`src/verilog/lpc_pkg.sv`:
```
package lpc_pkg;

	////////////////////
	// Sizes shared by the solver
	////////////////////

	// Prediction order when the top level does not override it
	parameter int LPC_ORDER_DEFAULT = 10;

	// Autocorrelation words and Q15 coefficients
	parameter int SAMPLE_W = 16;

	// Accumulator and prediction error
	parameter int ACC_W = 32;

	typedef logic signed [SAMPLE_W-1:0] coef_t;
	typedef logic signed [ACC_W-1:0] acc_t;

endpackage

```
`src/verilog/coef_reader.sv`:
```
`timescale 1ns/1ps

module coef_reader #(
	parameter int LPC_ORDER = lpc_pkg::LPC_ORDER_DEFAULT
) (
	input  logic                           clock,
	input  logic                           i_rst_n,
	input  logic                           i_start,
	input  logic                           i_bank,
	input  lpc_pkg::coef_t                 i_rd_data,
	output logic [$clog2(LPC_ORDER+1)-1:0] o_rd_addr,
	output logic                           o_rd_bank,
	output logic                           o_coef_valid,
	output logic [$clog2(LPC_ORDER+1)-1:0] o_coef_index,
	output lpc_pkg::coef_t                 o_coef_data
);

	localparam int IDX_W = $clog2(LPC_ORDER + 1);

	logic active;
	logic [IDX_W-1:0] addr;

	// Valid and index lag the address walk by one RAM read
	always_ff @(posedge clock)
	begin
		if (!i_rst_n)
		begin
			active <= 1'b0;
			addr <= '0;
			o_coef_valid <= 1'b0;
			o_coef_index <= '0;
		end
		else
		begin
			o_coef_valid <= active;
			o_coef_index <= addr + 1'b1;
			if (i_start)
			begin
				active <= 1'b1;
				addr <= '0;
			end
			else if (active)
			begin
				if (addr == IDX_W'(LPC_ORDER - 1))
				begin
					active <= 1'b0;
					addr <= '0;
				end
				else
					addr <= addr + 1'b1;
			end
		end
	end

	// Bank with the final coefficients
	always_ff @(posedge clock)
	begin
		if (i_start)
			o_rd_bank <= i_bank;
	end

	assign o_rd_addr = addr;
	assign o_coef_data = i_rd_data;

endmodule

```
`config.mk`:
```
export PLATFORM = sky130hd
export DESIGN_NAME = coef_reader
export DESIGN_NICKNAME = d
export VERILOG_FILES = /design/src/verilog/lpc_pkg.sv /design/src/verilog/coef_reader.sv
export SDC_FILE = /design/constraint.sdc
export NUM_CORES = 1
export LEC_CHECK = 0
export BUFFER_PORTS_ARGS = -buffer_cell sky130_fd_sc_hd__buf_4
export CAP_MARGIN = 10
export CORE_MARGIN = 5
export CORE_UTILIZATION = 30
export DETAILED_ROUTE_END_ITERATION = 10
export SLEW_MARGIN = 20
export SYNTH_ARGS = -nofsm -noshare
export SYNTH_HDL_FRONTEND = slang
export SYNTH_SLANG_ARGS = --single-unit
```
`constraint.sdc`:
```
create_clock -name clock -period 2.73 [get_ports clock]
set_input_delay 0.546 -clock clock [delete_from_list [all_inputs] [get_ports clock]]
set_output_delay 0.546 -clock clock [all_outputs]
set_load 0.02 [all_outputs]
```
==> summary.md <==
| Metric | Value |
|---|---|
| Status | `completed` |
| Layout area overhead | `6.21%` |
| Reg2Reg Depth | `5` |
| Setup crit start kind | `flip-flop` |
| CORE AREA | `0.00176 sq mm` |
| Kind of cell adding the most delay to the critical path | `flip-flops` |
| Crit. End Element | `output pin` |
| Register area share after synthesis | `40.8%` |
| Yosys warnings | `0` |
| Global placer's final weighted congestion | `0.748` |
| Share of post-route cells with drive strength above 1 | `33.3%` |
| Worst r2r src | `o_rd_addr[1]` |
| Worst setup path endpoint | `o_rd_addr[3]` |
| Max transition margin | `82.6%` |
| Final WL | `867 um` |
| Slowest cell on the critical path | `dfxtp_1` |
| Power density cells | `509 mW/mm^2` |
| Seq cells post-synth | `11` |
| Worst VDD drop | `102 uV` |
| Max incr delay on CP | `0.47 ns` |
| CTS Buffer Depth | `2` |
| Die X | `53.4 um` |
| Fmax achieved | `677 MHz` |
| Tmin final | `1.48 ns` |
| CTS Sinks | `11` |
| Worst-Margin Slew | `0.261 ns` |
| Slew Limit Fails | `0` |
| Vias | `351` |
| Post-synthesis net count | `78` |
| Die Span Y | `53.4 um` |
| Final ANT Viol Nets | `0` |
| Row count | `15` |
| Worst skew pair latency | `0.26 ns` |
| Post-synth cell types | `19` |
| Worst path cell trace | `buf_4` |
| Initial Utilization | `32.0%` |
| Top Ports | `46` |
| Unrepaired setup endpoints after global routing | `false` |
| Synth Area per Inst | `10.1 sq um` |
| Lkg Pwr | `0.276 nW` |
| Vias/cell | `4.28` |
| Mapped Cells | `56` |
| Flop-to-flop setup slack | `1.42 ns` |
| MaxCap Viol Count | `0` |
| Port Buffers | `13` |
| Final Hold Viols | `0` |
| Post-CTS sizing | `0` |
| Die footprint | `0.00285 sq mm` |
| Fillers | `203` |
| Worst Path Arrival | `0.93 ns` |
| Drt initial violations | `6` |
| DR WL/cell | `10.6 um` |
| Worst hold path type | `in2reg` |
| Ant diodes | `0` |
| Post-CTS Setup Inserts | `0` |
| Finished Core Util | `34.0%` |
| Period utilization | `54.1%` |
| WP data required | `2.18 ns` |
| WP buf/inv | `1` |
| Type of the worst setup path | `reg2out` |
| Global Route Usage Sum | `6.94%` |
| Vias in the first global route | `305` |
| First-pass GRT wire length | `1.37 mm` |
| Crit path depth | `1` |
| Initial antenna violation count | `0` |
| Worst-path clk slew | `0.07 ns` |
| CTS buffer count | `3` |
| Layout Nets | `80` |
| TritonCTS clock tree | `yes` |
| Synthesized area | `564 sq um` |
| Critical Path Start | `o_rd_addr[3]` |
| Final setup viols | `0` |
| CP Max Fanout | `6` |
| Clock skew | `0.00269 ns` |
| Drt drc | `0` |
| Total gr overflow | `0` |
| Cts hold-fix bufs | `0` |
| H-tree Lvls | `1` |
| RR Endpoint | `o_rd_addr[2]` |
| Largest net degree at the start of global routing | `10` |
| CTS root buffer | `clkbuf_4` |
| Setup TNS | `0 ns` |
| Drt first pass iters | `4` |
| DP Wirelength | `666 um` |
## sequential cells by signal, summed over array words and instances (netlist names)
register,flops
o_rd_addr,4
active,1
o_coef_index,4
o_rd_bank,1
o_coef_valid,1
## per-layer routing
layer | wire length (um) | global-route usage (%)
met3 | 142 | 3.66
met5 | 0 | 0
met2 | 349 | 9.39
met1 | 346 | 7.25
met4 | 29 | 7.23
## power breakdown
part	switching (W)	internal, W	leakage, nW	total (W)
combinational	0.0000121	0.0000128	0.169	0.0000249
sequential	0.00000408	0.000168	0.0914	0.000172
clock	0.0000514	0.0000565	0.0150	0.000108
total	0.0000675	0.000237	0.276	0.000305
## layout by cell type, fill, tap and decap left out, drive strengths merged
master  Yosys  routed
nand3       2       2
nand2       2       2
clkbuf      0       4
or3b        2       2
nand3b      3       3
and2        3       3
a21oi       4       4
edfxtp      1       1
a31oi       1       1
nand2b      4       4
xnor2       1       1
buf        16      13
nor2b       3       3
dfxtp      10      10
inv         1       1
xor2        1       1
ha          2       2
## final cells by class
cell class	instances	area, sq um	area share, %
Timing Repair Buffer	13	97.6	16.3
Tap cell	25	31.3	5.22
Clock buffer	4	26.3	4.38
Multi-Input combinational cell	28	210	35.1
Sequential cell	11	230	38.4
Inverter	1	3.75	0.626
## per-stage QoR
step | area (sq um) | setup slack, ns | hold WS (ns) | total power [W] | std cells
finish | 599 | 1.25 | 0.454 | 0.000305 | 82
global placement | 573 | 1.41 | 0.522 | 0.000202 | 78
global route | 599 | 1.18 | 0.439 | 0.000322 | 82
floorplan | 564 | 1.34 | 0.523 | 0.000223 | 56
CTS | 599 | 1.24 | 0.445 | 0.000313 | 82
detailed placement | 573 | 1.41 | 0.522 | 0.000201 | 78
## synthesized netlist by cell type, drive strengths merged
cell     n  area, sq um
buf     16          120
and2     3         18.8
dfxtp   10          200
a21oi    4         23.8
nand3    2         15.0
xnor2    1         8.76
nor2b    3         18.8
inv      1         3.75
ha       2         25.0
nand3b   3         35.0
nand2b   4         25.0
or3b     2         17.5
edfxtp   1         30.0
nand2    2         7.51
xor2     1         8.76
a31oi    1         6.26
## logic make-up (layout without fill, tap and decap cells)
| family | count (synthesis) | after routing | synth area share, % |
|---|---|---|---|
| fa+ha+maj | 2 | 2 | 4.43 |
| flops | 11 | 11 | 40.8 |
| buf+inv | 17 | 18 | 22.0 |
| compound gates | 5 | 5 | 5.32 |
| simple gates | 19 | 19 | 24.4 |
| xor+xnor | 2 | 2 | 3.10 |
## worst min path at each step
stage,start,to,slack (ns),depth (start not counted)
2_1_floorplan,active,o_coef_valid,0.52,1
3_3_place_gp,o_rd_addr[0],o_coef_index[0],0.52,1
3_5_place_dp,o_rd_addr[0],o_coef_index[0],0.52,1
4_1_cts,i_bank,o_rd_bank,0.45,1
5_1_grt,i_bank,o_rd_bank,0.44,1
6_report,i_bank,o_rd_bank,0.45,1
## worst reg2reg max path: stages (launching register included)
cell      delay [ns]
dfxtp_1         0.41
inv_1           0.07
ha_1            0.21
nand3b_4        0.10
or3b_1          0.36
a21oi_2         0.11
Power figures use the tool's default switching activity.
