`config.mk`:
```
export PLATFORM = sky130hd
export DESIGN_NAME = scratch_ram
export DESIGN_NICKNAME = d
export VERILOG_FILES = /design/src/verilog/lpc_pkg.sv /design/src/verilog/scratch_ram.sv
export SDC_FILE = /design/constraint.sdc
export NUM_CORES = 1
export LEC_CHECK = 0
export ABC_AREA = 1
export BUFFER_PORTS_ARGS = -buffer_cell sky130_fd_sc_hd__buf_2
export CAP_MARGIN = 20
export CORE_ASPECT_RATIO = 1.4
export CORE_UTILIZATION = 55
export DETAILED_ROUTE_END_ITERATION = 16
export MAX_ROUTING_LAYER = met4
export PLACE_DENSITY = 0.72
export SLEW_MARGIN = 20
export SYNTH_ARGS = -nofsm -noshare
export SYNTH_HDL_FRONTEND = slang
export SYNTH_SLANG_ARGS = --single-unit
```
`constraint.sdc`:
```
create_clock -name clock -period 2.8 [get_ports clock]
set_input_delay 0.28 -clock clock [delete_from_list [all_inputs] [get_ports clock]]
set_output_delay 0.28 -clock clock [all_outputs]
set_load 0.02 [all_outputs]
```
`src/verilog/lpc_pkg.sv`:
```
package lpc_pkg;

	////////////////////
	// Sizes shared by the solver
	////////////////////

	// Prediction order when the top level does not override it
	parameter int LPC_ORDER_DEFAULT = 10;

	// Autocorrelation words and Q15 coefficients
	parameter int SAMPLE_W = 16;

	// Accumulator and prediction error
	parameter int ACC_W = 32;

	typedef logic signed [SAMPLE_W-1:0] coef_t;
	typedef logic signed [ACC_W-1:0] acc_t;

endpackage

```
`src/verilog/scratch_ram.sv`:
```
`timescale 1ns/1ps

module scratch_ram #(
	parameter int LPC_ORDER = lpc_pkg::LPC_ORDER_DEFAULT
) (
	input  logic                           clock,
	input  logic                           i_wr_en,
	input  logic                           i_wr_bank,
	input  logic [$clog2(LPC_ORDER+1)-1:0] i_wr_addr,
	input  lpc_pkg::coef_t                 i_wr_data,
	input  logic                           i_rd_bank_a,
	input  logic [$clog2(LPC_ORDER+1)-1:0] i_rd_addr_a,
	input  logic                           i_rd_bank_b,
	input  logic [$clog2(LPC_ORDER+1)-1:0] i_rd_addr_b,
	output lpc_pkg::coef_t                 o_rd_data_a,
	output lpc_pkg::coef_t                 o_rd_data_b
);

	import lpc_pkg::*;

	// Address k-1 holds a[k] in each bank
	coef_t mem [0:1][0:LPC_ORDER-1];

	always_ff @(posedge clock)
	begin
		if (i_wr_en)
			mem[i_wr_bank][i_wr_addr] <= i_wr_data;
	end

	// Port A serves the recursion
	always_ff @(posedge clock)
	begin
		o_rd_data_a <= mem[i_rd_bank_a][i_rd_addr_a];
	end

	// Port B serves the output stream
	always_ff @(posedge clock)
	begin
		o_rd_data_b <= mem[i_rd_bank_b][i_rd_addr_b];
	end

endmodule
```
==> qor_table.md <==
| Group | Parameter | Value |
|---|---|---|
| outcome | Status | complete, no violations |
| sta | Actual slew at the worst max-slew pin | 0.8277 ns |
| setup path | Cells along the critical path | buf_2 |
| sta | Fmax | 0.6542 GHz |
| floorplanning | Die outline width | 154.5 um |
| setup path | Worst-case reg-to-reg path depth | 10 |
| placed design | Placement-stage cell area | 0.01859 mm2 |
| sta | Clock skew after layout | 0.01653 ns |
| floorplanning | Placeable core area | 0.03179 mm2 |
| grt | Initial antenna violation count | 2 |
| sta | Setup WS post-layout | 1.272 ns |
| setup path | Slowest-stage cell, CP | sky130_fd_sc_hd__dfxtp_1 |
| route | Post-DR vias/cell | 5.728 |
| synthesis | Proportion of synthesized chip area in sequential cells | 0.5727 |
| grt | Number of global-route vias before repair | 14526 |
| synthesis | Gate Count Post-Synth | 2143 |
| setup path | Critical path buffers and inverters | 1 |
| clock network | Maximum clock path buffer count | 3 |
| setup path | End of the worst register-to-register path | o_rd_data_a[15] |
| floorplanning | Initial cell density of the core | 0.5629 |
| synthesis | Main area contributors after synthesis | sky130_fd_sc_hd__edfxtp_1 (54%), sky130_fd_sc_hd__nand2_1 (17%), sky130_fd_sc_hd__nand3_1 (9.9%), sky130_fd_sc_hd__inv_1 (6.5%), sky130_fd_sc_hd__dfxtp_1 (3.6%) |
| synthesis | Simple-gate area share of the yosys netlist | 0.2834 |
| route | Drc violations | 0 |
| setup path | Launching instance or port of the critical path | o_rd_data_b[12] |
| final layout | Layout cell share with drive strength beyond 1 | 0.08950 |
| sta | Post-layout minimum cycle time | 1.528 ns |
| clock network | Count of instances resized after the clock tree is built | 0 |
| sta | # setup viols final | 0 |
| pwr | P per Cell Area | 604.9 mW/mm2 |
| pwr | Fraction of power spent switching nets | 0.2405 |
| route | Per-cell routed wire length | 19.95 um |
| setup path | Worst R2R Start | mem[0][127] |
| grt | Grt total ovfl | 0 |
| clock network | Clk sinks | 352 |
| synthesis | Post-synthesis cell type with the largest combined area | sky130_fd_sc_hd__edfxtp_1 |
| sta | Tcrit/Tclk final | 0.5459 |
| worst hold path | Critical hold path startpoint | i_wr_data[1] |
| route | Wire length after detailed routing | 51830 um |
| setup path | Required time worst endpoint | 2.52 ns |
| grt | Met2 global-route usage | 0.5210 |
| synthesis | Combined area of all synthesized cells | 0.01790 mm2 |
| setup path | R2R Setup Slk | 1.52 ns |
| synthesis | Synth warn | 0 |
| grt | Met3 Track Usage GR | 0.05301 |
| pwr | Internal power summed over all cells | 9.086 mW |
| clock network | H-tree levels | 2 |
| placed design | Final Wtd Congestion | 0.9112 |
| route | Drt first pass iters | 6 |
| final layout | Fin nets | 2209 |
| clock network | Clock tree from TritonCTS | built |
| sta | Slew Viols, Final | 0 |
| placed design | DPL Wire Length | 31820 um |
| pwr | Sequential Power Share | 0.491 |
| sta | Setup TNS | 0 ns |
| synthesis | Net count of the mapped netlist | 2176 |
| final layout | Count of non-filler cells in the finished layout | 2598 |
| synthesis | Register bit count reported by yosys | 352 |
| synthesis | Fraction of the mapped netlist area in compound gates | 0.03580 |
| clock network | Root buf cell | sky130_fd_sc_hd__clkbuf_16 |
| setup path | Critical path launch point type | register |
| pwr | Highest ir drop seen on vdd | 0.4787 mV |
| route | Total number of vias | 14882 |
| synthesis | Multiplexer fraction of the synthesized cell area | 0 |
| synthesis | Top-area cell type share of the netlist area | 0.5370 |
| pwr | Tot Pwr | 11.96 mW |
| final layout | Synth-to-Final Area Change | 10.50% |
| clock network | CTS buffer count | 35 |
| synthesis | Combinational family with the most area after synthesis | simple AND/OR/NAND/NOR gates |
| grt | GR Util met1 | 0.4023 |
| route | Antenna Violating Nets Remaining | 0 |
| final layout | Utilization of the core after routing | 0.6220 |
| grt | Maximum number of pins on one net before global-route repair | 116 |
| sta | Unrepaired setup endpoints after global routing | no |
| sta | Max transition margin | 0.4476 |
| route | Violation count after the first detailed-routing iteration | 1645 |
| worst hold path | Class of the worst hold path | input pin to register |
| synthesis | Avg Inst Size Synth | 8.351 um2 |
| setup path | Arr. time, crit path | 1.25 ns |
| pwr | Clock network fraction of total power | 0.408 |
| pwr | Share of total power in combinational logic | 0.101 |
| placed design | Number of buffers added on ports | 64 |
| setup path | Stage delay of the slowest cell on the critical path | 0.48 ns |
| grt | Wire length of the first global-routing pass | 80520 um |
| synthesis | Synth Area in Adders | 0 |
| floorplanning | Die span in y | 215.4 um |
| job | Maxcap violations | 0 |
| pwr | Switching power total | 2.877 mW |
| synthesis | Parity-gate share of the synthesized area counting xor and xnor cells | 0 |
| final layout | Final std cell area, no fill | 0.01978 mm2 |
| pwr | Leakage dissipation | 8.978 nW |
| floorplanning | DIE AREA | 0.03327 mm2 |
| setup path | Cell family with most CP delay | flip-flops |
| placed design | Number of cells after detailed placement | 2534 |
| worst hold path | Worst hold path endpoint | mem[0][33] |
| clock network | # hold bufs at CTS | 0 |
| setup path | Kind of end point of the critical path | primary output |
| clock network | Number of post-CTS setup repair buffers | 0 |
| sta | Post-Route Hold Slack | 0.1865 ns |
| floorplanning | I/O Pins | 65 |
| worst hold path | Count of cells along the worst hold path | 1 |
| setup path | Type of the setup path with the least slack | register to primary output |
| sta | Hold Fails Final Rpt | 0 |
| synthesis | Unique masters post-synth | 20 |
| clock network | Clock latency at the later pin of the worst-skew pair | 0.54 ns |
| clock network | Clk slew on worst S/H paths | 0.06 ns |
| floorplanning | FP Rows | 77 |
| placed design | Place WS | 0.8123 ns |
| grt | GRT Max-Usage Layer | met2 |
| grt | Global Route Usage Sum | 0.3310 |
| setup path | Maximum fanout along the worst path | 2 |
layer usage:
| metal | routed length (um) | part of all wire |
|---|---|---|
| met5 | 0 | 0 |
| met4 | 3062 | 0.059 |
| met3 | 5351 | 0.10 |
| met2 | 24320 | 0.47 |
| met1 | 19090 | 0.37 |
cell type report:
class                           instances  area, um2
Clock buffer                           46      979.7
Timing Repair Buffer                  119      868.3
Sequential cell                       352      10250
Inverter                              317       1195
Antenna cell                            2      5.005
Fill cell                            2646      12020
Tap cell                              395      494.2
Multi-Input combinational cell       1351       5783
Clock inverter                         16      200.2
cells in the final DEF (no fill, tap or decap), drive strengths merged:
cell type / n
nor2: 48
clkinvlp: 1
diode: 2
nand2: 806
inv: 315
clkbuf: 46
nor3: 14
o21ai: 96
a21oi: 32
buf: 119
edfxtp: 320
clkinv: 12
nand3: 355
bufinv: 5
dfxtp: 32
power by group through the flow:
stage / Combinational, mW / Sequential, mW / Clock (mW)
after floorplan: 0.711 / 6.03 / 0
after global placement: 1.17 / 5.98 / 0
after detailed placement: 1.19 / 5.99 / 0
after CTS: 1.19 / 5.87 / 4.92
after global routing: 1.32 / 5.88 / 5.10
final: 1.21 / 5.87 / 4.88
flip-flops by register name (all words and copies together), names as in the netlist:
| register | cells |
|---|---|
| o_rd_data_b | 16 |
| mem | 320 |
| o_rd_data_a | 16 |
logic make-up after synthesis:
| group | after synthesis |
|---|---|
| compound gates | 128 |
| buf+inv | 440 |
| flops | 352 |
| simple gates | 1223 |
worst max path at each step:
stage	to	slack, ns	cells past startpoint
2_1_floorplan	mem[0][64]	0.65	3
3_3_place_gp	o_rd_data_b[5]	0.84	12
3_5_place_dp	mem[1][23]	0.81	4
4_1_cts	o_rd_data_b[12]	1.26	1
5_1_grt	o_rd_data_b[12]	1.25	1
6_report	o_rd_data_b[12]	1.27	1
cells in the mapped netlist:
library cell	instances
sky130_fd_sc_hd__inv_2	5
sky130_fd_sc_hd__edfxtp_1	320
sky130_fd_sc_hd__nand2_1	806
sky130_fd_sc_hd__nor3_2	2
sky130_fd_sc_hd__clkinv_1	2
sky130_fd_sc_hd__nor2_2	4
sky130_fd_sc_hd__buf_4	27
sky130_fd_sc_hd__o21ai_1	41
sky130_fd_sc_hd__inv_1	308
sky130_fd_sc_hd__buf_1	5
sky130_fd_sc_hd__buf_2	56
sky130_fd_sc_hd__clkbuf_1	21
sky130_fd_sc_hd__nand3_1	355
sky130_fd_sc_hd__dfxtp_1	32
sky130_fd_sc_hd__a21oi_1	32
sky130_fd_sc_hd__nor3_1	12
sky130_fd_sc_hd__o21ai_0	55
sky130_fd_sc_hd__inv_4	2
sky130_fd_sc_hd__buf_6	14
sky130_fd_sc_hd__nor2_1	44
(Power assumes the default switching activity.)
