===== config.mk =====
export PLATFORM = sky130hd
export DESIGN_NAME = autocorr_loader
export DESIGN_NICKNAME = d
export VERILOG_FILES = /design/src/verilog/lpc_pkg.sv /design/src/verilog/autocorr_loader.sv
export SDC_FILE = /design/constraint.sdc
export NUM_CORES = 1
export LEC_CHECK = 0
export ABC_CLOCK_PERIOD_IN_PS = 7150
export CAP_MARGIN = 30
export CELL_PAD_IN_SITES_DETAIL_PLACEMENT = 1
export CELL_PAD_IN_SITES_GLOBAL_PLACEMENT = 2
export CORE_MARGIN = 3
export CORE_UTILIZATION = 51
export DETAILED_ROUTE_END_ITERATION = 10
export DONT_BUFFER_PORTS = 1
export HOLD_SLACK_MARGIN = 0.08
export PLACE_DENSITY_LB_ADDON = 0.1
export SKIP_CTS_REPAIR_TIMING = 1
export SKIP_LAST_GASP = 1
export SYNTH_ARGS = -nofsm -noshare
export SYNTH_HDL_FRONTEND = slang
export SYNTH_SLANG_ARGS = --single-unit

===== constraint.sdc =====
create_clock -name clock -period 7.15 [get_ports clock]
set_input_delay 1.43 -clock clock [delete_from_list [all_inputs] [get_ports clock]]
set_output_delay 1.43 -clock clock [all_outputs]
set_load 0.01 [all_outputs]

===== src/verilog/lpc_pkg.sv =====
package lpc_pkg;

	////////////////////
	// Sizes shared by the solver
	////////////////////

	// Prediction order when the top level does not override it
	parameter int LPC_ORDER_DEFAULT = 10;

	// Autocorrelation words and Q15 coefficients
	parameter int SAMPLE_W = 16;

	// Accumulator and prediction error
	parameter int ACC_W = 32;

	typedef logic signed [SAMPLE_W-1:0] coef_t;
	typedef logic signed [ACC_W-1:0] acc_t;

endpackage


===== src/verilog/autocorr_loader.sv =====
`timescale 1ns/1ps

module autocorr_loader #(
	parameter int LPC_ORDER = lpc_pkg::LPC_ORDER_DEFAULT
) (
	input  logic                           clock,
	input  logic                           i_rst_n,
	input  logic                           i_load_en,
	input  lpc_pkg::coef_t                 i_load_data,
	input  logic                           i_busy,
	input  logic                           i_clear,
	input  logic [$clog2(LPC_ORDER+1)-1:0] i_r_index,
	output lpc_pkg::coef_t                 o_r_value
);

	import lpc_pkg::*;

	localparam int IDX_W = $clog2(LPC_ORDER + 1);

	// Holds r[0..LPC_ORDER]
	coef_t bank [0:LPC_ORDER];
	logic [IDX_W-1:0] wr_ptr;
	logic load_ok;

	// Strobes are dropped while the recursion runs
	assign load_ok = i_load_en && !i_busy && !i_clear;

	always_ff @(posedge clock)
	begin
		if (!i_rst_n)
			wr_ptr <= '0;
		else if (i_clear)
			wr_ptr <= '0;
		else if (load_ok)
		begin
			if (wr_ptr == IDX_W'(LPC_ORDER))
				wr_ptr <= '0;
			else
				wr_ptr <= wr_ptr + 1'b1;
		end
	end

	always_ff @(posedge clock)
	begin
		if (load_ok)
			bank[wr_ptr] <= i_load_data;
	end

	// Combinational lookup for the FSM
	assign o_r_value = bank[i_r_index];

endmodule


==> results of run 1 <==
==> worst register-to-register path: stages (launching register included) <==
cell                       delay [ns]
sky130_fd_sc_hd__dfxtp_1         0.54
sky130_fd_sc_hd__nand2b_1        0.19
sky130_fd_sc_hd__nor2_1          0.75
sky130_fd_sc_hd__buf_4           0.38
==> metal layers <==
layer / share of wire [%] / global-route usage (%) / vias up
met5: 0 / 0 / -
met3: 4.3 / 4.63 / 18
met4: 1.7 / 6.64 / 0
met1: 43 / 25.5 / 1872
li1: - / - / 1656
met2: 51 / 33.2 / 69
==> cell families (layout without fill, tap and decap cells) <==
kind of cell / count (synthesis) / count (layout) / synth area share, %
DFF: 180 / 180 / 75.0
muxes: 80 / 80 / 11.8
AOI/OAI and AO/OA: 71 / 71 / 6.58
and+or+nand+nor: 63 / 63 / 3.90
buffers and inverters: 23 / 42 / 2.61
xor gates and xnor gates: 1 / 1 / 0.123
==> worst paths after layout <==
path | slack (ns) | depth (start not counted) | to | start
setup reg to reg | 4.97 | 3 | bank[5][10]$_DFFE_PP_ | wr_ptr[2]$_SDFFE_PP0P_
hold reg to reg | 0.53 | 2 | wr_ptr[1]$_SDFFE_PP0P_ | wr_ptr[1]$_SDFFE_PP0P_
setup / recovery | 2.83 | 4 | o_r_value[2] | i_r_index[1]
hold / removal | 0.53 | 2 | wr_ptr[1]$_SDFFE_PP0P_ | wr_ptr[1]$_SDFFE_PP0P_
==> cells in the mapped netlist <==
master / instances
sky130_fd_sc_hd__mux2i_1: 48
sky130_fd_sc_hd__clkbuf_2: 1
sky130_fd_sc_hd__o2bb2a_1: 1
sky130_fd_sc_hd__o22ai_1: 6
sky130_fd_sc_hd__o221ai_1: 10
sky130_fd_sc_hd__o21ai_0: 18
sky130_fd_sc_hd__o21ai_2: 2
sky130_fd_sc_hd__nand2b_1: 4
sky130_fd_sc_hd__nor2b_1: 3
sky130_fd_sc_hd__nor3_1: 4
sky130_fd_sc_hd__nor2_1: 11
sky130_fd_sc_hd__a221o_1: 6
sky130_fd_sc_hd__clkbuf_1: 7
sky130_fd_sc_hd__buf_12: 2
sky130_fd_sc_hd__buf_6: 5
sky130_fd_sc_hd__a22oi_1: 10
sky130_fd_sc_hd__or2_2: 1
sky130_fd_sc_hd__buf_8: 2
sky130_fd_sc_hd__a211oi_1: 1
sky130_fd_sc_hd__o21ai_1: 14
sky130_fd_sc_hd__nor3b_1: 1
sky130_fd_sc_hd__mux2_2: 32
sky130_fd_sc_hd__buf_2: 5
sky130_fd_sc_hd__nand3_1: 1
sky130_fd_sc_hd__or3_4: 1
sky130_fd_sc_hd__buf_1: 1
sky130_fd_sc_hd__or3b_2: 1
sky130_fd_sc_hd__xor2_1: 1
sky130_fd_sc_hd__nand2_1: 36
sky130_fd_sc_hd__dfxtp_1: 4
sky130_fd_sc_hd__edfxtp_1: 176
sky130_fd_sc_hd__a21oi_1: 3
==> cell usage in the layout, fill, tap and decap left out <==
| master | Yosys | routed |
|---|---|---|
| sky130_fd_sc_hd__edfxtp_1 | 176 | 176 |
| sky130_fd_sc_hd__mux2i_1 | 48 | 48 |
| sky130_fd_sc_hd__nand2_1 | 36 | 36 |
| sky130_fd_sc_hd__mux2_2 | 32 | 32 |
| sky130_fd_sc_hd__o21ai_0 | 18 | 18 |
| sky130_fd_sc_hd__clkbuf_16 | 0 | 17 |
| sky130_fd_sc_hd__o21ai_1 | 14 | 14 |
| sky130_fd_sc_hd__buf_4 | 0 | 11 |
| sky130_fd_sc_hd__a22oi_1 | 10 | 10 |
| sky130_fd_sc_hd__o221ai_1 | 10 | 10 |
| sky130_fd_sc_hd__nor2_1 | 11 | 8 |
| sky130_fd_sc_hd__clkinv_1 | 0 | 7 |
| sky130_fd_sc_hd__o22ai_1 | 6 | 6 |
| sky130_fd_sc_hd__a221o_1 | 6 | 6 |
| sky130_fd_sc_hd__nand2b_1 | 4 | 4 |
| sky130_fd_sc_hd__nor3_2 | 0 | 4 |
| sky130_fd_sc_hd__clkbuf_1 | 7 | 4 |
| sky130_fd_sc_hd__dfxtp_1 | 4 | 4 |
| sky130_fd_sc_hd__nor2b_1 | 3 | 3 |
| sky130_fd_sc_hd__nor2_2 | 0 | 3 |
| sky130_fd_sc_hd__a21oi_1 | 3 | 3 |
| sky130_fd_sc_hd__o21ai_2 | 2 | 2 |
| sky130_fd_sc_hd__clkinv_2 | 0 | 2 |
| sky130_fd_sc_hd__or3b_2 | 1 | 1 |
| sky130_fd_sc_hd__or3_4 | 1 | 1 |
| sky130_fd_sc_hd__nor3b_1 | 1 | 1 |
| sky130_fd_sc_hd__nand3_1 | 1 | 1 |
| sky130_fd_sc_hd__or2_2 | 1 | 1 |
| sky130_fd_sc_hd__xor2_1 | 1 | 1 |
| sky130_fd_sc_hd__a211oi_1 | 1 | 1 |
| sky130_fd_sc_hd__o2bb2a_1 | 1 | 1 |
| sky130_fd_sc_hd__bufinv_16 | 0 | 1 |
==> registers in the layout, indices dropped and copies added (netlist names) <==
name    flops
wr_ptr      4
bank      176
==> report_power, final <==
part	switching, W	internal (W)
Combinational	0.0000335	0.0000283
Sequential	0.000000981	0.00116
Clock	0.000342	0.000467
==> through the flow <==
step / std cells / util (%)
3_3_place_gp: 581 / 54.2
6_report: 613 / 58.0
4_1_cts: 612 / 57.9
5_1_grt: 613 / 58.0
2_1_floorplan: 418 / -
3_5_place_dp: 581 / 54.2
==> cell type report <==
cell class	count	share of cell area, %
multi-input cells	215	20.9
clock buffers	21	5.65
well taps	176	2.82
repair buffers	11	1.06
flip-flops and latches	180	68.8
clock inverters	10	0.850
==> impl_metrics.toml, run 1 <==
[die]
design.core.area_mm2 = 0.0135
initial_standard_cell_utilization_of_the_core_pct = 53.2
io_pins = 41
die_height_um = 124
num_rows = 42
die_width_um = 124
die_area_mm2 = 0.0155

[routing]
drc_errors = 0
routed_via_count = 3615
drt_total_wl_um = 14900
drt-pass1-iter-count = 5
detail_route.iter0.violations = 252
detail_route.vias_per_cell = 5.90
drt-wirelength-per-cell_um = 24.3
antenna_violating_nets_post_route = 0

[timing]
slew_headroom_pct = 34.7
finalSetupTns_ns = 0
worst_pin_slew_ns = 0.980
clock-skew-final_ns = 0.00592
endpoints_failing_setup = 0
fin_worst_hold_slack_ns = 0.532
final-max-slew-violation-count = 0
max_freq_ghz = 0.232
final-hold-violation-count = 0
rsz0062_at_grt = "false"
min_period_ns = 4.32
worst_slack_ns = 2.83
post-route-period-util_pct = 60.4

[synthesis]
synth_cell_type_count = 32
synthesis.nets = 443
post_synthesis_instance_total = 418
syn_area_mm2 = 0.00715
synthDominantCellAreaShare_pct = 73.9
synth_top_cells_by_area = "sky130_fd_sc_hd__edfxtp_1 74%, sky130_fd_sc_hd__mux2i_1 6.7%, sky130_fd_sc_hd__mux2_2 5.0%, sky130_fd_sc_hd__nand2_1 1.9%, sky130_fd_sc_hd__o21ai_0 1.3%"
synth.yosys.seq_area_share_pct = 75.0
ys_ff_latch = 180
yosys_warnings = 0
avgSynthCellArea_um2 = 17.1
synth_top_cell_by_area = "sky130_fd_sc_hd__edfxtp_1"

[finish]
area_growth_pct = 9.10
number_of_nets_at_the_end_of_the_flow = 450
final-seq-area_mm2 = 0.00537
drive_above_1_share_pct = 17.2
multiInputGateArea_mm2 = 0.00163
final_cell_area_mm2 = 0.00780
filler_cell_count = 1246
insertedDiodeCount = 0

[critical_path]
worst-endpoint-required_ns = 5.72
critPathKind = "input pin to output port"
worstPathCellList = "nand2b_1 > o22ai_1 > a221o_1 > o21ai_1"
worst_path_dominant_cell_family = "simple AND/OR/NAND/NOR gates"
cp_slowest_cell = "sky130_fd_sc_hd__nand2b_1"
worstPathMaxFanout = 36
critical_path.max_stage_delay_ns = 0.74
worstPathArrival_ns = 2.89
worst_setup_path_start_kind = "input pin"
nature_of_the_critical_path_endpoint = "output port"
cp_num_buf_inv = 0

[cts]
clk_path_buf_depth = 2
h-tree-depth = 4
clock_latency_ns = 0.42
tritoncts_clock_tree = "built"
cts_root_buffer = "sky130_fd_sc_hd__clkbuf_16"
path_clk_slew_ns = 0.06
cts_sinks = 180
cts_made_buffers = 17

[power]
power_w = 0.00203
power_leakage_nw = 2.59
power_density_mw_per_mm2 = 261
irDropWorstVdd_mv = 0.185

[placed_design]
detailedPlace.worstSlack_ns = 2.78
placed_cell_area_mm2 = 0.00729
quantity_of_i_o_buffers_inserted_on_ports = 0
dp.final_hpwl_um = 8430
gp_congestion = 0.742

[grt]
grt_overflow = 0
grt_pass1_wl_um = 22700
grt_pass1_vias = 3801
groute.usage.overall_pct = 19.8
grt_start_max_net_pins = 81
number_of_antenna_violations_at_the_first_check_in_global_routing = 0

[outcome]
status = "finished clean"

[job]
max_cap_violations = 0

[worst_hold_path]
hp-class = "flop to flop"
Note: power is estimated with default switching activity, not from simulation.
==> inputs of run 2 (changes only) <==
--- a/config.mk
+++ b/config.mk
@@ -5,12 +5,12 @@
 export SDC_FILE = /design/constraint.sdc
 export NUM_CORES = 1
 export LEC_CHECK = 0
-export ABC_CLOCK_PERIOD_IN_PS = 7150
+export ABC_CLOCK_PERIOD_IN_PS = 4200
 export CAP_MARGIN = 30
 export CELL_PAD_IN_SITES_DETAIL_PLACEMENT = 1
 export CELL_PAD_IN_SITES_GLOBAL_PLACEMENT = 2
 export CORE_MARGIN = 3
-export CORE_UTILIZATION = 51
+export CORE_UTILIZATION = 47
 export DETAILED_ROUTE_END_ITERATION = 10
 export DONT_BUFFER_PORTS = 1
 export HOLD_SLACK_MARGIN = 0.08
==> constraint.sdc (replaced) <==
create_clock -name clock -period 4.2 [get_ports clock]
set_input_delay 0.84 -clock clock [delete_from_list [all_inputs] [get_ports clock]]
set_output_delay 0.84 -clock clock [all_outputs]
set_load 0.01 [all_outputs]
==> impl_metrics.toml, run 2 (same netlist as run 1, synthesis figures left out) <==
[outcome]
status = "finished clean"

[finish]
final_cell_mix = "176 x sky130_fd_sc_hd__edfxtp_1, 48 x sky130_fd_sc_hd__mux2i_1, 36 x sky130_fd_sc_hd__nand2_1"
top_regs = "bank: 176 flops, wr_ptr: 4 flops"
final_cell_count_no_fill = 627
layout.cells.most_common = "sky130_fd_sc_hd__edfxtp_1"
number_of_nets_at_the_end_of_the_flow = 455
drive_above_1_share_pct = 21.0
insertedDiodeCount = 0
area_growth_pct = 12.6
max_flop_register = "bank"
filler_cell_count = 1324
flip_flop_count_of_the_largest_register_all_copies_and_words_added = 176

[grt]
grt_pass1_vias = 3842
grt_start_max_net_pins = 81
number_of_antenna_violations_at_the_first_check_in_global_routing = 0
grt_overflow = 0
groute.usage.overall_pct = 19.5
grt_pass1_wl_um = 23300

[routing]
drt-wirelength-per-cell_um = 24.2
routed_via_count = 3636
drt-pass1-iter-count = 4
detail_route.vias_per_cell = 5.80
drc_errors = 0
drt_total_wl_um = 15200
antenna_violating_nets_post_route = 0
detail_route.iter0.violations = 187

[worst_hold_path]
hp-class = "input pin to flop"

[cts]
h-tree-depth = 4
clk_path_buf_depth = 2
path_clk_slew_ns = 0.06
clock_latency_ns = 0.43
cts_sinks = 180
cts_made_buffers = 17
tritoncts_clock_tree = "built"
cts_root_buffer = "sky130_fd_sc_hd__clkbuf_16"

[power]
power_w = 0.00396
power_density_mw_per_mm2 = 492
power_leakage_nw = 2.71
power.net_switching_w = 0.000709
power_frac_comb_pct = 2.6
swShare_pct = 17.9
internal_power_w = 0.00326
power.clock.fraction_pct = 47.5
irDropWorstVdd_mv = 0.265
share_seq_of_total_power_pct = 49.9

[critical_path]
critical_path.max_stage_delay_ns = 0.44
cp_slowest_cell = "sky130_fd_sc_hd__nand2b_1"
worst-endpoint-required_ns = 3.36
worst_path_dominant_cell_family = "compound AO/OA/AOI/OAI gates"
worst_setup_path_start_kind = "input pin"
nature_of_the_critical_path_endpoint = "output port"
cp_num_buf_inv = 1
worstPathMaxFanout = 36
critPathKind = "input pin to output port"
worstPathArrival_ns = 2.16
worstPathCellList = "nand2b_1 > buf_4 > o22ai_1 > a221o_1 > o21ai_1"

[timing]
fin_worst_hold_slack_ns = 0.504
post-route-period-util_pct = 71.4
min_period_ns = 3.00
rsz0062_at_grt = "false"
clock-skew-final_ns = 0.00598
finalSetupTns_ns = 0
endpoints_failing_setup = 0
slew_headroom_pct = 49.3
max_freq_ghz = 0.333
worst_pin_slew_ns = 0.757
final-max-slew-violation-count = 0
final-hold-violation-count = 0

[placed_design]
gp_congestion = 0.700
quantity_of_i_o_buffers_inserted_on_ports = 0
dp.final_hpwl_um = 9040
post-place-cells = 595

[die]
design.core.area_mm2 = 0.0147
num_rows = 44
die_area_mm2 = 0.0167
die_height_um = 129
initial_standard_cell_utilization_of_the_core_pct = 48.6
die_width_um = 129
io_pins = 41

[job]
max_cap_violations = 0
==> run 2: power groups by stage <==
| stage | combinational, W | clock [W] | sequential, W |
|---|---|---|---|
| 2_1_floorplan | 0.000114 | 0 | 0.00202 |
| 3_3_place_gp | 0.000104 | 0 | 0.00202 |
| 3_5_place_dp | 0.000106 | 0 | 0.00202 |
| 4_1_cts | 0.000107 | 0.00191 | 0.00198 |
| 5_1_grt | 0.000115 | 0.00199 | 0.00198 |
| 6_report | 0.000105 | 0.00188 | 0.00198 |
==> run 2: per-stage QoR <==
step	area [um2]	util (%)	worst slack (ns)
floorplan	7150	-	0.967
global placement	7340	50.0	1.21
detailed placement	7340	50.0	1.21
CTS	8050	54.8	1.21
global route	8050	54.8	1.12
finish	8050	54.8	1.20
==> run 2: path summary, 6_finish.rpt <==
| path | from | slack (ns) | end | cells after the start |
|---|---|---|---|---|
| min | i_load_data[0] | 0.50 | bank[9][0]$_DFFE_PP_ | 0 |
| min reg2reg | wr_ptr[1]$_SDFFE_PP0P_ | 0.54 | wr_ptr[1]$_SDFFE_PP0P_ | 2 |
| max | i_r_index[1] | 1.20 | o_r_value[3] | 5 |
| max reg2reg | wr_ptr[0]$_SDFFE_PP0P_ | 2.21 | bank[0][13]$_DFFE_PP_ | 3 |
==> run 2: routing by layer <==
metal | global-route usage [%] | vias up | wire [um]
met2 | 31.9 | 56 | 7590
met1 | 25.6 | 1892 | 6760
met4 | 6.55 | 0 | 223
met5 | 0 | - | 0
met3 | 4.99 | 19 | 625
li1 | - | 1669 | -
==> run 2: cell type report <==
| type | count | area (um2) | share of cell area [%] |
|---|---|---|---|
| Sequential cell | 180 | 5370 | 66.6 |
| Clock inverter | 15 | 284 | 3.53 |
| Clock buffer | 17 | 425 | 5.28 |
| Multi-Input combinational cell | 215 | 1630 | 20.2 |
| Timing Repair Buffer | 16 | 120 | 1.49 |
| Tap cell | 184 | 230 | 2.86 |
