File: src/verilog/lpc_pkg.sv
package lpc_pkg;

	////////////////////
	// Sizes shared by the solver
	////////////////////

	// Prediction order when the top level does not override it
	parameter int LPC_ORDER_DEFAULT = 10;

	// Autocorrelation words and Q15 coefficients
	parameter int SAMPLE_W = 16;

	// Accumulator and prediction error
	parameter int ACC_W = 32;

	typedef logic signed [SAMPLE_W-1:0] coef_t;
	typedef logic signed [ACC_W-1:0] acc_t;

endpackage

File: src/verilog/fixed_divider.sv
`timescale 1ns/1ps

module fixed_divider (
	input  logic           clock,
	input  logic           i_rst_n,
	input  logic           i_start,
	input  lpc_pkg::acc_t  i_num,
	input  lpc_pkg::acc_t  i_den,
	output lpc_pkg::coef_t o_quot,
	output logic           o_done
);

	import lpc_pkg::*;

	localparam int QBITS = SAMPLE_W - 1;
	localparam int WIDE_W = ACC_W + QBITS + 1;
	localparam int CNT_W = $clog2(QBITS + 1);

	logic [WIDE_W-1:0] num_w;
	logic [WIDE_W-1:0] den_sh;
	logic [WIDE_W-1:0] rem;
	logic [WIDE_W-1:0] dvs;
	logic [QBITS-1:0] quot;
	logic sat;
	logic running;
	logic [CNT_W-1:0] count;

	// Numerator is a magnitude, so 0x80000000 reads as 2^31
	assign num_w = WIDE_W'($unsigned(i_num));
	assign den_sh = WIDE_W'($unsigned(i_den)) << QBITS;

	////////////////////
	// Sequencing
	////////////////////

	always_ff @(posedge clock)
	begin
		if (!i_rst_n)
		begin
			running <= 1'b0;
			count <= '0;
			o_done <= 1'b0;
		end
		else
		begin
			o_done <= 1'b0;
			if (i_start)
			begin
				running <= 1'b1;
				count <= '0;
			end
			else if (running)
			begin
				if (count == CNT_W'(QBITS))
				begin
					running <= 1'b0;
					o_done <= 1'b1;
				end
				else
					count <= count + 1'b1;
			end
		end
	end

	////////////////////
	// Restoring datapath
	////////////////////

	always_ff @(posedge clock)
	begin
		if (i_start)
		begin
			rem <= num_w;
			// First trial divisor is den << 14
			dvs <= den_sh >> 1;
			sat <= (num_w >= den_sh);
			quot <= '0;
		end
		else if (running)
		begin
			if (count == CNT_W'(QBITS))
				o_quot <= sat ? coef_t'(2**QBITS - 1) : coef_t'({1'b0, quot});
			else
			begin
				if (rem >= dvs)
				begin
					rem <= rem - dvs;
					quot <= {quot[QBITS-2:0], 1'b1};
				end
				else
					quot <= {quot[QBITS-2:0], 1'b0};
				dvs <= dvs >> 1;
			end
		end
	end

endmodule

File: config.mk
export PLATFORM = sky130hd
export DESIGN_NAME = fixed_divider
export DESIGN_NICKNAME = d
export VERILOG_FILES = /design/src/verilog/lpc_pkg.sv /design/src/verilog/fixed_divider.sv
export SDC_FILE = /design/constraint.sdc
export NUM_CORES = 1
export LEC_CHECK = 0
export BUFFER_PORTS_ARGS = -buffer_cell sky130_fd_sc_hd__buf_2
export CAP_MARGIN = 0
export CELL_PAD_IN_SITES_DETAIL_PLACEMENT = 1
export CELL_PAD_IN_SITES_GLOBAL_PLACEMENT = 2
export CORE_AREA = 2 2 189 135
export DETAILED_ROUTE_END_ITERATION = 12
export DIE_AREA = 0 0 191 137
export PLACE_DENSITY_LB_ADDON = 0.1
export SETUP_SLACK_MARGIN = 0.2
export SYNTH_ARGS = -nofsm -noshare
export SYNTH_HDL_FRONTEND = slang
export SYNTH_SLANG_ARGS = --single-unit
File: constraint.sdc
create_clock -name clock -period 10.1 [get_ports clock]
set_input_delay 2.02 -clock clock [delete_from_list [all_inputs] [get_ports clock]]
set_output_delay 2.02 -clock clock [all_outputs]
set_load 0.02 [all_outputs]
==> out/results.tsv, run 1 <==
stage	metric	value	unit
global_routing	vias in the first global route	7183	
clocking	Num Clock Sinks	131	
sta	fin crit share	38.6	%
worst_setup_path	Worst Setup Start Kind	flop	
cells_and_area	ANT cells	0	
detailed_routing	routed vias	7048	
worst_setup_path	Setup crit end kind	flop	
detailed_routing	drt wl/cell	18.4	um
placement	worst slack, placed	5.79	ns
die	initial core utilization	34.5	%
clocking	CTS HTree Levels	4	
power_and_ir_drop	Power Dens Cells	174	mW/mm^2
cells_and_area	Area Overhead vs Synth	14.7	%
power_and_ir_drop	Int Pwr	0.00113	W
detailed_routing	DRC errors left	0	
logic_synthesis	Top FF cell, synth	edfxtp_1	
worst_setup_path	CP max FO	32	
die	Die Span Y	137	um
global_routing	Congestion Overflow GR	0	
clocking	hold buffer count at cts	0	
detailed_routing	antenna viol nets, final	0	
power_and_ir_drop	Seq pwr share	37.2	%
power_and_ir_drop	static leakage	3.94	nW
clocking	Root Driver	clkbuf_16	
cells_and_area	fin util	39.5	%
worst_setup_path	CP Cell Sequence	inv_1, ha_1, fa_1, nor2b_1, o2111ai_1, a21oi_1, a21oi_1, a21oi_1, a21boi_1, a21oi_1, buf_4, nor2_1, clkinv_1, buf_4	
logic_synthesis	Syn Nets	1109	
logic_synthesis	sequential-to-total area share from yosys stat	40.8	%
global_routing	GRT Total Usage	20.1	%
detailed_routing	Pre-Repair DR Iteration Count	5	
worst_setup_path	CP max stage cell	buf_4	
cells_and_area	most frequent cells in the layout	180 x nand2_1, 91 x a21oi_1, 81 x buf_2	
worst_setup_path	max incr delay on CP	0.45	ns
detailed_routing	final WL	25200	um
logic_synthesis	ys async rst share	0	%
die	Rows	48	
sta	worst-margin pin slew	1.04	ns
sta	Final Skew	0.0102	ns
logic_synthesis	synthesized area	0.00839	mm^2
worst_setup_path	CP most frequent cell	a21oi_1	
sta	RSZ-0062 raised after global routing	no	
die	core area	0.0243	mm^2
sta	final setup violation count	0	
placement	number of port buffers	82	
logic_synthesis	syn_area_per_cell	8.58	um^2
cells_and_area	Sequential cell area	0.00342	mm^2
sta	Slew Limit Fails	0	
power_and_ir_drop	sw frac	32.4	%
logic_synthesis	Netlist cell types	60	
power_and_ir_drop	Clk pwr share	35.7	%
clocking	worst skew pair latency	0.43	ns
cells_and_area	fin area	0.00962	mm^2
detailed_routing	number of DRC markers in iteration 0	342	
die	chip width	191	um
cells_and_area	Filler Cells Inserted	2894	
sta	setup slack after layout	6.20	ns
placement	Post-DP HPWL	18700	um
cells_and_area	Nets	1162	
worst_setup_path	crit path kind	reg -> reg	
die	IO Pins	84	
cells_and_area	area of the multi-input gates	0.00448	mm^2
clocking	CTS clk-pin slew, worst paths	0.06	ns
cells_and_area	share of layout cells above drive strength 1	13.8	%
logic_synthesis	number of synthesized register bits	131	
clocking	number of post-CTS setup repair buffers	0	
logic_synthesis	synth warn	0	
sta	endpoints failing hold	0	
logic_synthesis	Synth Instances	977	
clocking	Resize count post-CTS	0	
job	max-cap check violation count	0	
worst_hold_path	HP Class	reg -> reg	
sta	Fmax	257	MHz
worst_setup_path	data required time at the worst endpoint	10.16	ns
sta	setup TNS	0	ns
status	outcome	finished, final reports clean	
clocking	CTS Buf Count	17	
detailed_routing	vias per inst	5.15	
global_routing	largest net degree at the start of global routing	95	
cells_and_area	most common cell after layout, fill and taps aside	nand2_1	
sta	Max-slew headroom	30.4	%
global_routing	first-pass GRT wire length	40300	um
global_routing	initial antenna violation count	0	
placement	gpl congestion	0.786	
power_and_ir_drop	Gate power share	27.1	%
die	Die Area	0.0262	mm^2
worst_setup_path	Worst EP arrival	3.96	ns
placement	placed instance area	0.00905	mm^2
logic_synthesis	number of synthesized flops with an enable pin	80	
power_and_ir_drop	switching power	0.000543	W
clocking	CTS tree	built	
clocking	Max clock buf depth	2	
power_and_ir_drop	largest vdd supply drop	115	uV
sta	min Tclk post-route	3.90	ns
[flip-flops by register name (all words and copies together), names as in the netlist]
register,flops
count,4
running,1
rem,48
quot,15
sat,1
o_done,1
o_quot,15
dvs,46
[final timing paths]
path	startpoint	endpoint	slack (ns)	depth (start not counted)
min reg2reg	quot[14]	quot[14]	0.46	2
max reg2reg	rem[0]	rem[29]	6.20	14
min	quot[14]	quot[14]	0.46	2
max	rem[0]	rem[29]	6.20	14
[synthesized netlist by cell type, types with 21 or more instances]
master      n  area (um^2)
edfxtp_1   80         2400
xor2_1     21          184
inv_1      77          289
o21ai_0    65          325
a21o_1     25          188
nand2_1   181          679
a21oi_1    91          455
nor2_1     30          113
o31ai_1    35          263
dfxtp_1    51         1020
ha_1       64          801
xnor2_1    27          236
clkbuf_1   51          191
[critical path: cells and delay by family (launching register included)]
| kind | cells | cell delay [ns] |
|---|---|---|
| AO/OA/AOI/OAI | 6 | 1.43 |
| buffers and inverters | 4 | 0.82 |
| adder cells (fa/ha/maj) | 2 | 0.62 |
| flip-flops | 1 | 0.33 |
| AND/OR/NAND/NOR | 2 | 0.31 |
[routing by layer]
metal / track usage (%) / vias up / share of wire, %
li1: - / 3551 / -
met1: 31.0 / 3396 / 57
met2: 28.5 / 83 / 40
met3: 3.51 / 18 / 2.7
met4: 4.74 / 0 / 0.87
met5: 0 / - / 0
[cell families (layout without fill, tap and decap cells)]
kind of cell | count (synthesis) | after routing | share of synthesized area [%]
and+or+nand+nor | 324 | 324 | 17.8
AOI/OAI and AO/OA | 277 | 277 | 20.6
DFF | 131 | 131 | 40.8
buffers and inverters | 131 | 197 | 5.91
adders and majority gates | 65 | 65 | 9.79
xor gates and xnor gates | 48 | 48 | 5.01
other | 1 | 1 | 0.0447
[power by group through the flow]
stage	Combinational (W)	Sequential [W]	Clock (W)
floorplan	0.000318	0.000630	0
global placement	0.000449	0.000634	0
detailed placement	0.000450	0.000636	0
CTS	0.000453	0.000625	0.000615
global route	0.000507	0.000628	0.000634
finish	0.000454	0.000625	0.000599
[stage by stage]
stage	cells	hold slack (ns)	total power, W
after floorplan	977	0.432	0.000949
after global placement	1336	0.444	0.00108
after detailed placement	1336	0.453	0.00109
after CTS	1368	0.462	0.00169
after global routing	1368	0.483	0.00177
final	1368	0.460	0.00168
[area by class of cell]
type                       count  area share, %
timing repair buffer          88           4.76
clock inverter                 7          0.468
inverter                      77           3.01
sequential                   131           35.6
tap                          325           4.23
clock buffer                  25           5.39
multi-input combinational    715           46.6
Power figures use the tool's default switching activity.
==> inputs of run 2 (changes only) <==
--- a/config.mk
+++ b/config.mk
@@ -9,9 +9,9 @@
 export CAP_MARGIN = 0
 export CELL_PAD_IN_SITES_DETAIL_PLACEMENT = 1
 export CELL_PAD_IN_SITES_GLOBAL_PLACEMENT = 2
-export CORE_AREA = 2 2 189 135
+export CORE_AREA = 2 2 194 139
 export DETAILED_ROUTE_END_ITERATION = 12
-export DIE_AREA = 0 0 191 137
+export DIE_AREA = 0 0 196 141
 export PLACE_DENSITY_LB_ADDON = 0.1
 export SETUP_SLACK_MARGIN = 0.2
 export SYNTH_ARGS = -nofsm -noshare
==> constraint.sdc (replaced) <==
create_clock -name clock -period 3.47 [get_ports clock]
set_input_delay 0.694 -clock clock [delete_from_list [all_inputs] [get_ports clock]]
set_output_delay 0.694 -clock clock [all_outputs]
set_load 0.02 [all_outputs]
==> out/results.tsv, run 2 (same netlist as run 1, synthesis figures left out) <==
stage	metric	value	unit	change
sta	RSZ-0062 raised after global routing	yes		was no
power_and_ir_drop	largest vdd supply drop	342	uV	was 115 uV
placement	number of port buffers	82		unchanged
job	max-cap check violation count	0		unchanged
detailed_routing	WL met1	14100	um	was 14300 um
die	core area	0.0260	mm^2	was 0.0243 mm^2
detailed_routing	met3 routed WL	693	um	was 673 um
sta	Slew Limit Fails	0		unchanged
global_routing	initial antenna violation count	1		was 0
placement	Post-DP HPWL	19200	um	was 18700 um
worst_setup_path	data required time at the worst endpoint	3.79	ns	was 10.16 ns
worst_setup_path	reg2reg end	rem[45]		was rem[29]
cells_and_area	flip-flop count of the largest register after layout	48		unchanged
detailed_routing	drt wl/cell	18.2	um	was 18.4 um
die	Die Span Y	141	um	was 137 um
sta	Max-slew headroom	51.3	%	was 30.4%
clocking	Root Driver	clkbuf_16		unchanged
sta	min Tclk post-route	3.19	ns	was 3.90 ns
cells_and_area	leading registers by flop count	rem: 48 flops, dvs: 46 flops		unchanged
worst_hold_path	hold_sp	quot[14]		unchanged
clocking	Num Clock Sinks	131		unchanged
detailed_routing	routed vias	7110		was 7048
sta	Fmax	313	MHz	was 257 MHz
global_routing	GRT Total Usage	19.1	%	was 20.1%
worst_setup_path	CP Cell Sequence	inv_1, ha_1, and4_1, a21oi_2, a21oi_1, a211o_2, or3_1, a41oi_4, o221ai_4, a211oi_2, xor2_1, o21ai_0		was inv_1, ha_1, fa_1, nor2b_1, o2111ai_1, a21oi_1, a21oi_1, a21oi_1, a21boi_1, a21oi_1, buf_4, nor2_1, clkinv_1, buf_4
sta	setup TNS	0	ns	unchanged
detailed_routing	final WL	25600	um	was 25200 um
worst_setup_path	worst r2r src	dvs[9]		was rem[0]
cells_and_area	largest register by flop count	rem		unchanged
detailed_routing	DRC errors left	0		unchanged
cells_and_area	ANT cells	0		unchanged
die	chip width	196	um	was 191 um
clocking	CTS HTree Levels	4		unchanged
clocking	CTS clk-pin slew, worst paths	0.06	ns	about the same
cells_and_area	Nets	1185		was 1162
worst_hold_path	hold path endpoint	quot[14]		unchanged
die	Die Area	0.0276	mm^2	was 0.0262 mm^2
worst_setup_path	CP max stage cell	a211o_2		was buf_4
detailed_routing	Pre-Repair DR Iteration Count	5		unchanged
sta	worst-margin pin slew	0.731	ns	was 1.04 ns
status	outcome	finished, final reports clean		unchanged
worst_setup_path	max incr delay on CP	0.38	ns	was 0.45 ns
cells_and_area	Area Overhead vs Synth	18.4	%	was 14.7%
worst_setup_path	CP Buf/Inv Count	1		was 4
detailed_routing	met2 WL post-DR	10700	um	was 9980 um
global_routing	Congestion Overflow GR	0		unchanged
global_routing	vias in the first global route	7265		was 7183
cells_and_area	most frequent cells in the layout	179 x nand2_1, 86 x a21oi_1, 81 x buf_2		was 180 x nand2_1, 91 x a21oi_1, 81 x buf_2
worst_setup_path	Worst Setup Start Kind	flop		unchanged
sta	final setup violation count	0		unchanged
die	Rows	50		was 48
cells_and_area	most common cell after layout, fill and taps aside	nand2_1		unchanged
sta	Final Skew	0.0179	ns	was 0.0102 ns
global_routing	first-pass GRT wire length	40900	um	was 40300 um
die	initial core utilization	32.2	%	was 34.5%
detailed_routing	max layer used	met4		unchanged
worst_setup_path	CP max FO	6		was 32
clocking	Max clock buf depth	2		unchanged
worst_setup_path	Worst EP arrival	3.51	ns	was 3.96 ns
clocking	worst skew pair latency	0.44	ns	was 0.43 ns
worst_setup_path	flop2flop setup slack	0.28	ns	was 6.20 ns
detailed_routing	antenna viol nets, final	0		unchanged
cells_and_area	share of layout cells above drive strength 1	17.4	%	was 13.8%
worst_setup_path	worst-case reg-to-reg path depth	12		was 14
sta	endpoints failing hold	0		unchanged
worst_setup_path	crit path kind	reg -> reg		unchanged
global_routing	largest net degree at the start of global routing	71		was 95
worst_hold_path	Worst Hold Depth	2		unchanged
power_and_ir_drop	Power Total	0.00501	W	was 0.00168 W
die	IO Pins	84		unchanged
worst_setup_path	CP delay by family, top	compound AO/OA/AOI/OAI gates		unchanged
detailed_routing	vias per inst	5.06		was 5.15
clocking	CTS tree	built		unchanged
worst_setup_path	Setup crit end kind	flop		unchanged
cells_and_area	Filler Cells Inserted	3086		was 2894
power_and_ir_drop	static leakage	4.06	nW	was 3.94 nW
sta	fin crit share	92.1	%	was 38.6%
clocking	CTS Buf Count	17		unchanged
worst_hold_path	HP Class	reg -> reg		unchanged
detailed_routing	number of DRC markers in iteration 0	340		was 342
placement	gpl congestion	0.838		was 0.786
power_and_ir_drop	Power Dens Cells	505	mW/mm^2	was 174 mW/mm^2
==> run 2: changes by cell type in the layout (fill, tap and decap cells not counted), moves of 3 or more <==
cell,delta
inv_6,+3
clkbuf_1,-3
a21oi_1,-5
buf_4,+20
a21oi_2,+5
clkinv_2,-3
==> run 2: tightest hold or removal path, delay by kind of cell (launching register included) <==
family	cells	cell delay [ns]
compound gates	1	0.05
flops	1	0.31
simple gates	1	0.05
==> run 2: per-layer routing <==
metal / vias to the layer above / track usage (%)
met1: 3397 / 29.0
met4: 0 / 3.47
li1: 3613 / -
met3: 12 / 3.28
met5: - / 0
met2: 88 / 28.6
==> run 2: through the flow <==
| stage | hold WS, ns | std cells | instance area (um^2) | setup WS, ns | utilization, % |
|---|---|---|---|---|---|
| finish | 0.454 | 1404 | 9930 | 0.276 | 38.1 |
| global route | 0.485 | 1404 | 9930 | 0.0822 | 38.1 |
| CTS | 0.459 | 1402 | 9830 | 0.207 | 37.8 |
| detailed placement | 0.449 | 1370 | 9240 | 0.149 | 35.5 |
| global placement | 0.444 | 1370 | 9240 | 0.166 | 35.5 |
| floorplan | 0.432 | 977 | 8390 | 0.200 | - |
==> run 2: timing repair <==
item | 4_1_cts | 5_1_grt
pin swaps | 1 | 5
gates cloned | 0 | 0
setup endpoints to repair | 37 | 45
hold buffers | 0 | 0
setup buffers | 0 | 2
resized for setup | 4 | 19
==> run 2: worst max-delay path by stage <==
stage	startpoint	endpoint	cells past startpoint
2_1_floorplan	rem[0]	rem[0]	12
3_3_place_gp	dvs[1]	rem[45]	12
3_5_place_dp	rem[0]	rem[42]	13
4_1_cts	dvs[1]	rem[45]	12
5_1_grt	dvs[9]	rem[45]	12
6_report	dvs[9]	rem[45]	12
==> run 2: cell type report <==
| type | instances | area [um^2] | share of cell area (%) |
|---|---|---|---|
| clock buffers | 19 | 443 | 4.46 |
| clock inverters | 13 | 126 | 1.27 |
| inverters | 77 | 289 | 2.91 |
| multi-input cells | 715 | 4570 | 46.0 |
| flip-flops and latches | 131 | 3430 | 34.5 |
| well taps | 338 | 423 | 4.26 |
| repair buffers | 111 | 651 | 6.55 |
==> run 2: where the power goes <==
group / leakage [nW] / internal, W / total, W / switching, W
clock: 0.270 / 0.00102 / 0.00179 / 0.000771
combinational: 2.58 / 0.000549 / 0.00141 / 0.000865
sequential: 1.21 / 0.00178 / 0.00181 / 0.0000330
